===== config.mk =====
export PLATFORM = sky130hd
export DESIGN_NAME = spgd_top
export DESIGN_NICKNAME = d
export VERILOG_FILES = /design/src/hdl/spgd_timing_pkg.sv /design/src/hdl/spgd_data_pkg.sv /design/src/hdl/spgd_sequencer.sv /design/src/hdl/perturb_gen.sv /design/src/hdl/gradient_estimator.sv /design/src/hdl/spgd_channel.sv /design/src/hdl/dac_serializer.sv /design/src/hdl/spgd_top.sv
export VERILOG_INCLUDE_DIRS = /design/src /design/src/hdl
export SDC_FILE = /design/constraint.sdc
export NUM_CORES = 1
export LEC_CHECK = 0
export ABC_AREA = 1
export BUFFER_PORTS_ARGS = -buffer_cell sky130_fd_sc_hd__buf_2
export CORE_AREA = 2 2 239 171
export DETAILED_ROUTE_END_ITERATION = 8
export DIE_AREA = 0 0 241 173
export MAX_ROUTING_LAYER = met4
export PLACE_DENSITY_LB_ADDON = 0.3
export SLEW_MARGIN = 20
export SYNTH_ARGS = -nofsm -noshare
export SYNTH_HDL_FRONTEND = slang
export SYNTH_SLANG_ARGS = --single-unit

===== constraint.sdc =====
create_clock -name ADC_CLK -period 3.5 [get_ports ADC_CLK]
set_input_delay 0.525 -clock ADC_CLK [delete_from_list [all_inputs] [get_ports ADC_CLK]]
set_output_delay 0.525 -clock ADC_CLK [all_outputs]
set_load 0.01 [all_outputs]

===== src/hdl/spgd_cfg.svh =====
// SPGD configuration: channel count, widths, wait counts and loop constants.
`ifndef SPGD_CFG_SVH
`define SPGD_CFG_SVH

// ----------------------------------------
// Sizes
// ----------------------------------------
`define SPGD_CHANNELS 4
`define SPGD_DAC_WIDTH 14
`define SPGD_ADDR_WIDTH 2
`define SPGD_METRIC_WIDTH 16
`define SPGD_COUNT_WIDTH 32

// ----------------------------------------
// Fixed waits, in ADC_CLK cycles
// ----------------------------------------
`define SPGD_MATH_TIME 10
`define SPGD_UPDATE_TIME 40
`define SPGD_RNG_TIME 8

// Loop constants.
`define SPGD_DELTA 64
`define SPGD_GAIN_SHIFT 4
`define SPGD_RNG_SEED 32'h2545_f491
`define SPGD_MID (1 << (`SPGD_DAC_WIDTH - 1))   // Half scale.

`endif


===== src/hdl/spgd_timing_pkg.sv =====
// SPGD timing types: sequencer states and DAC phase select.
package spgd_timing_pkg;

	typedef enum logic [3:0]
	{
		stopped  = 4'b0000,
		settle_a = 4'b0001,
		adc_a    = 4'b0010,
		math_a   = 4'b0011,
		jp_wrt   = 4'b0100,
		settle_b = 4'b0101,
		adc_b    = 4'b0110,
		math_b   = 4'b0111,
		jm_wrt   = 4'b1000,
		math_c   = 4'b1001,
		u_wrt    = 4'b1010,
		rng_wait = 4'b1011,
		du_wrt   = 4'b1100,
		settle_c = 4'b1101
	} spgd_state_t;

	typedef enum logic [1:0]
	{
		phase_hold  = 2'b00,
		phase_plus  = 2'b01,
		phase_minus = 2'b10,
		phase_new   = 2'b11
	} dac_phase_t;

endpackage


===== src/hdl/spgd_data_pkg.sv =====
// SPGD data types: actuator word, metric sample and signed step.
package spgd_data_pkg;

	`include "spgd_cfg.svh"

	// Unsigned DAC code.
	typedef logic [`SPGD_DAC_WIDTH-1:0] act_word_t;

	// Raw ADC sample of the quality metric.
	typedef logic [`SPGD_METRIC_WIDTH-1:0] metric_t;

	// J+ minus J-, one extra bit for the sign.
	typedef logic signed [`SPGD_METRIC_WIDTH:0] step_t;

endpackage


===== src/hdl/spgd_sequencer.sv =====
// SPGD sequencer: iteration FSM with one reloadable wait counter and two timing modes.
`timescale 1ns/1ps
`include "spgd_cfg.svh"

module spgd_sequencer
	import spgd_timing_pkg::*;
(
	input  logic                         ADC_CLK,
	input  logic                         rst,
	input  logic                         fsm_en,
	input  logic                         mode,
	input  logic                         ext_trig,
	input  logic                         adc_done,
	input  logic [`SPGD_COUNT_WIDTH-1:0] j_time,
	output logic                         adc_en,
	output logic                         reg_rst,
	output logic                         rng_step,
	output logic                         j_p_wrt,
	output logic                         j_m_wrt,
	output logic                         u_wrt,
	output logic                         du_wrt,
	output dac_phase_t                   dac_phase,
	output spgd_state_t                  fsm_state
);

	localparam int CW = `SPGD_COUNT_WIDTH;

	spgd_state_t state;
	spgd_state_t next_state;
	logic [CW-1:0] cnt;
	logic [CW-1:0] wait_val;
	logic timer_done;
	logic settle_done;

	assign fsm_state = state;
	assign timer_done = (cnt <= CW'(1));
	assign settle_done = mode ? ext_trig : timer_done;   // Mode 1 waits on the trigger.

	// ----------------------------------------
	// Next state
	// ----------------------------------------
	always_comb
	begin
		next_state = state;
		case (state)
			stopped:                 next_state = settle_a;
			settle_a:                if (settle_done) next_state = adc_a;
			adc_a:                   if (adc_done) next_state = math_a;
			math_a:                  if (timer_done) next_state = jp_wrt;
			jp_wrt:                  next_state = settle_b;
			settle_b:                if (settle_done) next_state = adc_b;
			adc_b:                   if (adc_done) next_state = math_b;
			math_b:                  if (timer_done) next_state = jm_wrt;
			jm_wrt:                  next_state = math_c;
			math_c:                  if (timer_done) next_state = spgd_timing_pkg::u_wrt;
			spgd_timing_pkg::u_wrt:  next_state = rng_wait;
			rng_wait:                if (timer_done) next_state = spgd_timing_pkg::du_wrt;
			spgd_timing_pkg::du_wrt: next_state = settle_c;
			settle_c:                if (timer_done) next_state = settle_a;
			default:                 next_state = stopped;
		endcase
		if (!fsm_en)
			next_state = stopped;
	end

	// Wait length of the state being entered.
	always_comb
	begin
		case (next_state)
			settle_a, settle_b: wait_val = j_time;
			settle_c:           wait_val = mode ? CW'(1) : {j_time[CW-2:0], 1'b0};
			math_a, math_b:     wait_val = CW'(`SPGD_MATH_TIME);
			math_c:             wait_val = CW'(`SPGD_UPDATE_TIME);
			rng_wait:           wait_val = CW'(`SPGD_RNG_TIME);
			default:            wait_val = CW'(1);
		endcase
	end

	always_ff @(posedge ADC_CLK)
	begin
		if (rst)
		begin
			state <= stopped;
			cnt <= '0;
		end
		else
		begin
			state <= next_state;
			if (next_state != state)
				cnt <= wait_val;   // Reload on entry.
			else if (cnt != '0)
				cnt <= cnt - CW'(1);
		end
	end

	// ----------------------------------------
	// Registered state decodes
	// ----------------------------------------
	always_ff @(posedge ADC_CLK)
	begin
		if (rst)
		begin
			adc_en <= 1'b0;
			reg_rst <= 1'b1;
			rng_step <= 1'b0;
			j_p_wrt <= 1'b0;
			j_m_wrt <= 1'b0;
			u_wrt <= 1'b0;
			du_wrt <= 1'b0;
			dac_phase <= phase_hold;
		end
		else
		begin
			adc_en <= state inside {adc_a, math_a, jp_wrt, adc_b, math_b, jm_wrt};
			reg_rst <= (state == stopped);
			rng_step <= (state == rng_wait);
			j_p_wrt <= (state == jp_wrt);
			j_m_wrt <= (state == jm_wrt);
			u_wrt <= (state == spgd_timing_pkg::u_wrt);
			du_wrt <= (state == spgd_timing_pkg::du_wrt);
			case (state)
				settle_a, adc_a, math_a, jp_wrt:
					dac_phase <= phase_plus;
				settle_b, adc_b, math_b, jm_wrt, math_c, spgd_timing_pkg::u_wrt:
					dac_phase <= phase_minus;
				rng_wait, spgd_timing_pkg::du_wrt, settle_c:
					dac_phase <= phase_new;
				default:
					dac_phase <= phase_hold;
			endcase
		end
	end

endmodule


===== src/hdl/perturb_gen.sv =====
// Perturbation generator: xorshift32 source of the per-channel sign vector.
`timescale 1ns/1ps
`include "spgd_cfg.svh"

module perturb_gen
(
	input  logic                      ADC_CLK,
	input  logic                      rst,
	input  logic                      rng_step,
	input  logic                      du_wrt,
	output logic [`SPGD_CHANNELS-1:0] signs   // 1 means s = -1.
);

	localparam int N = `SPGD_CHANNELS;
	localparam logic [31:0] SEED = `SPGD_RNG_SEED;

	logic [31:0] x;

	function automatic logic [31:0] xorshift32(input logic [31:0] v);
		logic [31:0] t;
		t = v ^ (v << 13);
		t = t ^ (t >> 17);
		t = t ^ (t << 5);
		return t;
	endfunction

	always_ff @(posedge ADC_CLK)
	begin
		if (rst)
		begin
			x <= SEED;
			signs <= SEED[N-1:0];
		end
		else
		begin
			if (rng_step)
				x <= xorshift32(x);
			if (du_wrt)
				signs <= x[N-1:0];   // Held for the whole iteration.
		end
	end

endmodule


===== src/hdl/gradient_estimator.sv =====
// Gradient estimator: latches J+ and J- and forms the gain-scaled signed step.
`timescale 1ns/1ps
`include "spgd_cfg.svh"

module gradient_estimator
	import spgd_data_pkg::*;
(
	input  logic    ADC_CLK,
	input  logic    rst,
	input  logic    reg_rst,
	input  metric_t adc_data,
	input  logic    j_p_wrt,
	input  logic    j_m_wrt,
	output step_t   step
);

	metric_t j_plus;
	metric_t j_minus;
	step_t   diff;
	logic    calc_q;

	assign diff = $signed({1'b0, j_plus}) - $signed({1'b0, j_minus});

	always_ff @(posedge ADC_CLK)
	begin
		if (rst || reg_rst)
		begin
			j_plus <= '0;
			j_minus <= '0;
			calc_q <= 1'b0;
			step <= '0;
		end
		else
		begin
			if (j_p_wrt)
				j_plus <= adc_data;
			if (j_m_wrt)
				j_minus <= adc_data;
			calc_q <= j_m_wrt;   // J- is valid one cycle later.
			if (calc_q)
				step <= diff >>> `SPGD_GAIN_SHIFT;
		end
	end

endmodule


===== src/hdl/spgd_channel.sv =====
// Actuator channel: holds u with saturating update and drives the phase word.
`timescale 1ns/1ps
`include "spgd_cfg.svh"

module spgd_channel
	import spgd_timing_pkg::*, spgd_data_pkg::*;
(
	input  logic       ADC_CLK,
	input  logic       rst,
	input  logic       sign,
	input  step_t      step,
	input  logic       u_wrt,
	input  dac_phase_t dac_phase,
	output act_word_t  dac_word
);

	localparam int DW = `SPGD_DAC_WIDTH;
	localparam int STW = $bits(step_t);
	localparam int SW = `SPGD_METRIC_WIDTH + 3;   // Room for u plus or minus a full step.
	localparam logic signed [SW-1:0] FULL = (1 << DW) - 1;
	localparam logic signed [SW-1:0] DELTA = `SPGD_DELTA;

	act_word_t u;
	logic signed [SW-1:0] u_ext;
	logic signed [SW-1:0] step_ext;
	logic signed [SW-1:0] u_next;

	function automatic act_word_t clamp_word(input logic signed [SW-1:0] v);
		if (v < 0)
			return '0;
		if (v > FULL)
			return '1;
		return v[DW-1:0];
	endfunction

	assign u_ext = $signed({{(SW-DW){1'b0}}, u});
	assign step_ext = {{(SW-STW){step[STW-1]}}, step};
	assign u_next = sign ? u_ext - step_ext : u_ext + step_ext;

	always_ff @(posedge ADC_CLK)
	begin
		if (rst)
			u <= act_word_t'(`SPGD_MID);
		else if (u_wrt)
			u <= clamp_word(u_next);
	end

	always_ff @(posedge ADC_CLK)
	begin
		case (dac_phase)
			phase_plus:  dac_word <= clamp_word(sign ? u_ext - DELTA : u_ext + DELTA);
			phase_minus: dac_word <= clamp_word(sign ? u_ext + DELTA : u_ext - DELTA);
			default:     dac_word <= u;   // Plain u.
		endcase
	end

endmodule


===== src/hdl/dac_serializer.sv =====
// DAC serializer: snapshots all channel words on a phase change and shifts one frame.
`timescale 1ns/1ps
`include "spgd_cfg.svh"

module dac_serializer
	import spgd_timing_pkg::*;
(
	input  logic                                         ADC_CLK,
	input  logic                                         rst,
	input  dac_phase_t                                   dac_phase,
	input  logic [`SPGD_CHANNELS*`SPGD_DAC_WIDTH-1:0]    words,
	output logic                                         dac_sync,
	output logic                                         dac_sdata
);

	localparam int N = `SPGD_CHANNELS;
	localparam int DW = `SPGD_DAC_WIDTH;
	localparam int AW = `SPGD_ADDR_WIDTH;
	localparam int WW = AW + DW;
	localparam int FW = N * WW;
	localparam int BW = $clog2(FW);

	dac_phase_t phase_q;
	logic change_q;
	logic busy;
	logic pending;
	logic start;
	logic [BW-1:0] bits_left;
	logic [FW-1:0] frame;
	logic [FW-1:0] shreg;

	// Channel 0 first, address above value.
	always_comb
	begin
		for (int i = 0; i < N; i++)
			frame[FW-1-i*WW -: WW] = {AW'(i), words[i*DW +: DW]};
	end

	// Channel words follow the phase by one cycle, hence the delayed flag.
	assign start = !busy && (change_q || pending);

	always_ff @(posedge ADC_CLK)
	begin
		if (rst)
		begin
			phase_q <= phase_hold;
			change_q <= 1'b0;
			busy <= 1'b0;
			pending <= 1'b0;
			bits_left <= '0;
			dac_sync <= 1'b1;
			dac_sdata <= 1'b0;
		end
		else
		begin
			phase_q <= dac_phase;
			change_q <= (dac_phase != phase_q);
			if (start)
			begin
				busy <= 1'b1;
				pending <= 1'b0;
				dac_sync <= 1'b0;
				dac_sdata <= frame[FW-1];
				bits_left <= BW'(FW - 1);
			end
			else if (busy)
			begin
				if (change_q)
					pending <= 1'b1;   // Resend after this frame.
				if (bits_left == '0)
				begin
					busy <= 1'b0;
					dac_sync <= 1'b1;
					dac_sdata <= 1'b0;
				end
				else
				begin
					dac_sdata <= shreg[FW-1];
					bits_left <= bits_left - BW'(1);
				end
			end
		end
	end

	always_ff @(posedge ADC_CLK)
	begin
		if (start)
			shreg <= frame << 1;
		else if (busy)
			shreg <= shreg << 1;
	end

endmodule


===== src/hdl/spgd_top.sv =====
// SPGD core top: sequencer, sign and step feeders, channel array and DAC serializer.
`timescale 1ns/1ps
`include "spgd_cfg.svh"

module spgd_top
	import spgd_timing_pkg::*, spgd_data_pkg::*;
(
	input  logic                         ADC_CLK,
	input  logic                         rst,
	input  logic                         fsm_en,
	input  logic                         mode,
	input  logic                         ext_trig,
	input  logic                         adc_done,
	input  metric_t                      adc_data,
	input  logic [`SPGD_COUNT_WIDTH-1:0] j_time,
	output logic                         adc_en,
	output spgd_state_t                  fsm_state,
	output logic                         dac_sync,
	output logic                         dac_sdata
);

	localparam int N = `SPGD_CHANNELS;
	localparam int DW = `SPGD_DAC_WIDTH;

	logic reg_rst;
	logic rng_step;
	logic j_p_wrt;
	logic j_m_wrt;
	logic u_wrt;
	logic du_wrt;
	dac_phase_t dac_phase;
	logic [N-1:0] signs;
	step_t step;
	logic [N*DW-1:0] words;

	spgd_sequencer u_sequencer (
		.ADC_CLK   (ADC_CLK),
		.rst       (rst),
		.fsm_en    (fsm_en),
		.mode      (mode),
		.ext_trig  (ext_trig),
		.adc_done  (adc_done),
		.j_time    (j_time),
		.adc_en    (adc_en),
		.reg_rst   (reg_rst),
		.rng_step  (rng_step),
		.j_p_wrt   (j_p_wrt),
		.j_m_wrt   (j_m_wrt),
		.u_wrt     (u_wrt),
		.du_wrt    (du_wrt),
		.dac_phase (dac_phase),
		.fsm_state (fsm_state)
	);

	perturb_gen u_perturb_gen (
		.ADC_CLK  (ADC_CLK),
		.rst      (rst),
		.rng_step (rng_step),
		.du_wrt   (du_wrt),
		.signs    (signs)
	);

	gradient_estimator u_gradient_estimator (
		.ADC_CLK  (ADC_CLK),
		.rst      (rst),
		.reg_rst  (reg_rst),
		.adc_data (adc_data),
		.j_p_wrt  (j_p_wrt),
		.j_m_wrt  (j_m_wrt),
		.step     (step)
	);

	// ----------------------------------------
	// Channel array
	// ----------------------------------------
	for (genvar i = 0; i < N; i++)
	begin : g_chan
		spgd_channel u_chan (
			.ADC_CLK   (ADC_CLK),
			.rst       (rst),
			.sign      (signs[i]),
			.step      (step),
			.u_wrt     (u_wrt),
			.dac_phase (dac_phase),
			.dac_word  (words[i*DW +: DW])
		);
	end

	dac_serializer u_dac_serializer (
		.ADC_CLK   (ADC_CLK),
		.rst       (rst),
		.dac_phase (dac_phase),
		.words     (words),
		.dac_sync  (dac_sync),
		.dac_sdata (dac_sdata)
	);

endmodule


==> run_results.csv <==
group,metric,value,unit
sta,fmax,286,MHz
power,p_leak,0.0101,uW
global_route,grt_pass1_wl,90.0,mm
floorplan,die_h,173,microns
floorplan,die_area,41700,sq um
clock_network,cts_buffer_depth,3,
critical_path,crit_fanout,8,
sta,fin_crit,3.50,ns
cells_and_area,drive_above_1_share,0.154,
floorplan,initial_core_util,0.506,
critical_path,critPathCaptureType,"register",
synth,async_flop_share,0,
critical_path,crit_end,"g_chan[0].u_chan.u[11]$_SDFFE_PP0P_",
critical_path,worstSetupStartpointType,"register",
cells_and_area,layoutNonFillerInstCount,3377,
critical_path,path_cells,"inv_2 > buf_6 > nand3_4 > nor3_4 > nand2_1 > nor2_2 > nand3_2 > o21ai_2 > nand2_2 > buf_6 > nand2_1 > o21ai_2 > ha_4 > buf_6 > a21o_1 > a31oi_1 > o21a_1 > o21ai_2 > xor2_2 > buf_6 > o211ai_1 > a21oi_1",
critical_path,cp_top_family,"compound AO/OA/AOI/OAI gates",
synth,ys_top_cells_by_area,"dfxtp_1 26%, nand2_1 10%, edfxtp_1 8.5%, xor2_1 6.8%, a21oi_1 6.2%",
run_status,status,"complete, no violations",
min_path,hold_depth,3,
drt,ant_nets,0,
critical_path,r2r-start,"u_gradient_estimator.step[1]$_SDFFE_PP0P_",
placement,hpwl,39.4,mm
clock_network,path_clk_slew,0.06,ns
critical_path,crit_cells,22,
floorplan,core.rowCount,61,
drt,drtPass1Iterations,5,
placement,port_buffers,60,
critical_path,required,3.88,ns
placement,gp_congestion,0.948,
global_route,grt-ovfl-total,0,
synth,synth_top_area_frac,0.261,
sta,finClkSkew,0.0195,ns
global_route,first_global_vias,17798,
sta,slew_violations,0,
power,power.density,397,nW/um^2
critical_path,critPathLaunch,"u_gradient_estimator.step[1]$_SDFFE_PP0P_",
synth,ys.flop_type,"dfxtp_1",
job,drv_cap,0,
synth,netlist_area,19900,sq um
drt,first_iter_violations,1651,
global_route,antenna_found_initial,0,
cells_and_area,area_growth,16.9,%
synth,synth_cell_types,51,
synth,synth_edf_count,56,
drt,vias,19158,
synth,ys_warn_count,0,
global_route,grt_use_total,0.269,
drt,vias_per_cell,5.67,
critical_path,rrSetupSlack,0.001,ns
cells_and_area,antenna_cells,0,
synth,avgSynthCellArea,7.29,sq um
cells_and_area,nets,2961,
placement,place_area,21000,sq um
clock_network,htree_levels,2,
placement,dp.cells,3274,
clock_network,cts_buffers,35,
synth,yosysTopAreaCell,"dfxtp_1",
synth,synth_nets,2869,
critical_path,cp_slowest_cell,"dfxtp_1",
drt,drt-total-wl,56.3,mm
min_path,hold_path_class,"input pin to register",
critical_path,r2r_cells,22,
cells_and_area,layout_commonest_cell,"nand2_1",
critical_path,worst_r2r_endpoint,"g_chan[0].u_chan.u[11]$_SDFFE_PP0P_",
critical_path,cpPeakStageDelay,0.31,ns
cells_and_area,final_cell_mix,"506 x nand2_1, 256 x dfxtp_1, 239 x inv_1",
critical_path,crit_top_cell,"buf_6",
synth,syn_inst,2723,
global_route,grt_max_degree,89,
sta,setup_viol_count_final,0,
clock_network,cts_root_buf,"clkbuf_16",
floorplan,coreArea,39200,sq um
drt,wl_per_cell,16.7,microns
clock_network,clk_latency,0.55,ns
sta,tightest_slew,1.06,ns
clock_network,cts_sinks,315,
sta,slew_headroom,0.295,
clock_network,cts_tree,"done",
drt,drc,0,
power,ir_drop,0.349,mV
floorplan,dieWidth,241,microns
sta,whs,0.243,ns
cells_and_area,finalInstanceArea,23200,sq um
sta,hold_viol_final,0,
critical_path,arrival,3.88,ns
sta,grt_setup_unrepaired,"yes",
floorplan,ios,61,
critical_path,crit_buf_inv,5,
critical_path,crit_type,"register to register",
synth,seq_area_frac_synth,0.346,
sta,post-route-period-util,1.00,
synth,synth-seq-cells,315,
==> final cells by class <==
class / instances / area (sq um)
Clock buffer: 48 / 986
Inverter: 269 / 1010
Timing Repair Buffer: 193 / 1370
Sequential cell: 315 / 6870
Multi-Input combinational cell: 2001 / 12100
Fill cell: 3554 / 16000
Tap cell: 535 / 669
Clock inverter: 16 / 186
==> power breakdown <==
group,switching [uW],internal [uW]
logic,888,473
clock network,1600,2220
registers,135,3900
==> synthesized netlist by cell type, types with 6 or more instances <==
master / n
nand2_1: 532
dfxtp_1: 259
a21oi_1: 247
inv_1: 243
o21ai_0: 240
nor2_1: 205
xor2_1: 155
clkbuf_1: 96
nand3_1: 90
ha_1: 88
o211ai_1: 84
a31oi_1: 57
edfxtp_1: 56
a22o_1: 53
nand4_1: 47
xnor2_1: 45
nor3_1: 26
o21ai_1: 24
buf_2: 22
inv_2: 19
nand2_2: 17
a22oi_1: 13
buf_1: 13
nor2_2: 12
buf_6: 7
o221ai_1: 7
clkinv_1: 6
==> sequential cells by signal (all words and copies together) (netlist names), 2 cells and up <==
signal,cells
u_gradient_estimator.j_minus,16
u_dac_serializer.bits_left,6
u_perturb_gen.x,32
u_dac_serializer.shreg,63
u_sequencer.cnt,32
u_dac_serializer.phase_q,2
u_gradient_estimator.j_plus,16
g_chan.u_chan.dac_word,56
u_sequencer.dac_phase,2
u_perturb_gen.signs,4
u_sequencer.fsm_state,4
u_gradient_estimator.step,13
g_chan.u_chan.u,56
==> worst min-delay path by stage <==
stage | startpoint | to
6_report | adc_data[2] | u_gradient_estimator.j_plus[2]$_SDFFE_PP0P_
5_1_grt | adc_data[3] | u_gradient_estimator.j_plus[3]$_SDFFE_PP0P_
4_1_cts | adc_data[2] | u_gradient_estimator.j_plus[2]$_SDFFE_PP0P_
3_5_place_dp | u_sequencer.j_m_wrt$_SDFF_PP0_ | u_gradient_estimator.j_minus[0]$_SDFFE_PP0P_
3_3_place_gp | u_gradient_estimator.j_plus[0]$_SDFFE_PP0P_ | u_gradient_estimator.j_plus[0]$_SDFFE_PP0P_
2_1_floorplan | u_dac_serializer.shreg[30]$_DFFE_PP_ | u_dac_serializer.shreg[31]$_SDFFE_PP0P_
==> per-layer routing <==
metal / routed length [microns] / vias up / GRT usage
li1: - / 9410 / -
met4: 1240 / 0 / 0.0689
met1: 26600 / 9032 / 0.376
met5: 0 / - / -
met3: 3670 / 101 / 0.0465
met2: 24800 / 615 / 0.402
==> worst min-delay path: stages <==
cell     delay (ns)
buf_2          0.10
nand2_1        0.05
a21oi_1        0.05
==> kinds of logic (layout without fill, tap and decap cells) <==
group                      after synthesis  in the layout  synth area share
and+or+nand+nor                        953            959             0.203
AOI/OAI and AO/OA                      748            748             0.219
buffers and inverters                  413            526            0.0831
DFF                                    315            315             0.346
xor gates and xnor gates               202            202            0.0898
adders and majority gates               92             92            0.0595
==> per-stage QoR <==
step           setup WS [ns]  TNS (ns)  total power, uW   util
5_1_grt               -0.192     -5.81             9600  0.592
3_3_place_gp          -0.364    -10.36             5410  0.535
2_1_floorplan          0.256         0             5120      -
4_1_cts              0.00576         0             9260  0.572
6_report             0.00108         0             9220  0.592
3_5_place_dp          -0.446    -15.02             5450  0.535
==> repair_timing <==
action	CTS	global route
pin swaps	28	91
setup buffers	10	23
hold buffers	0	0
setup endpoints to repair	56	56
resized for setup	54	149
gates cloned	3	3
Power figures use the tool's default switching activity.
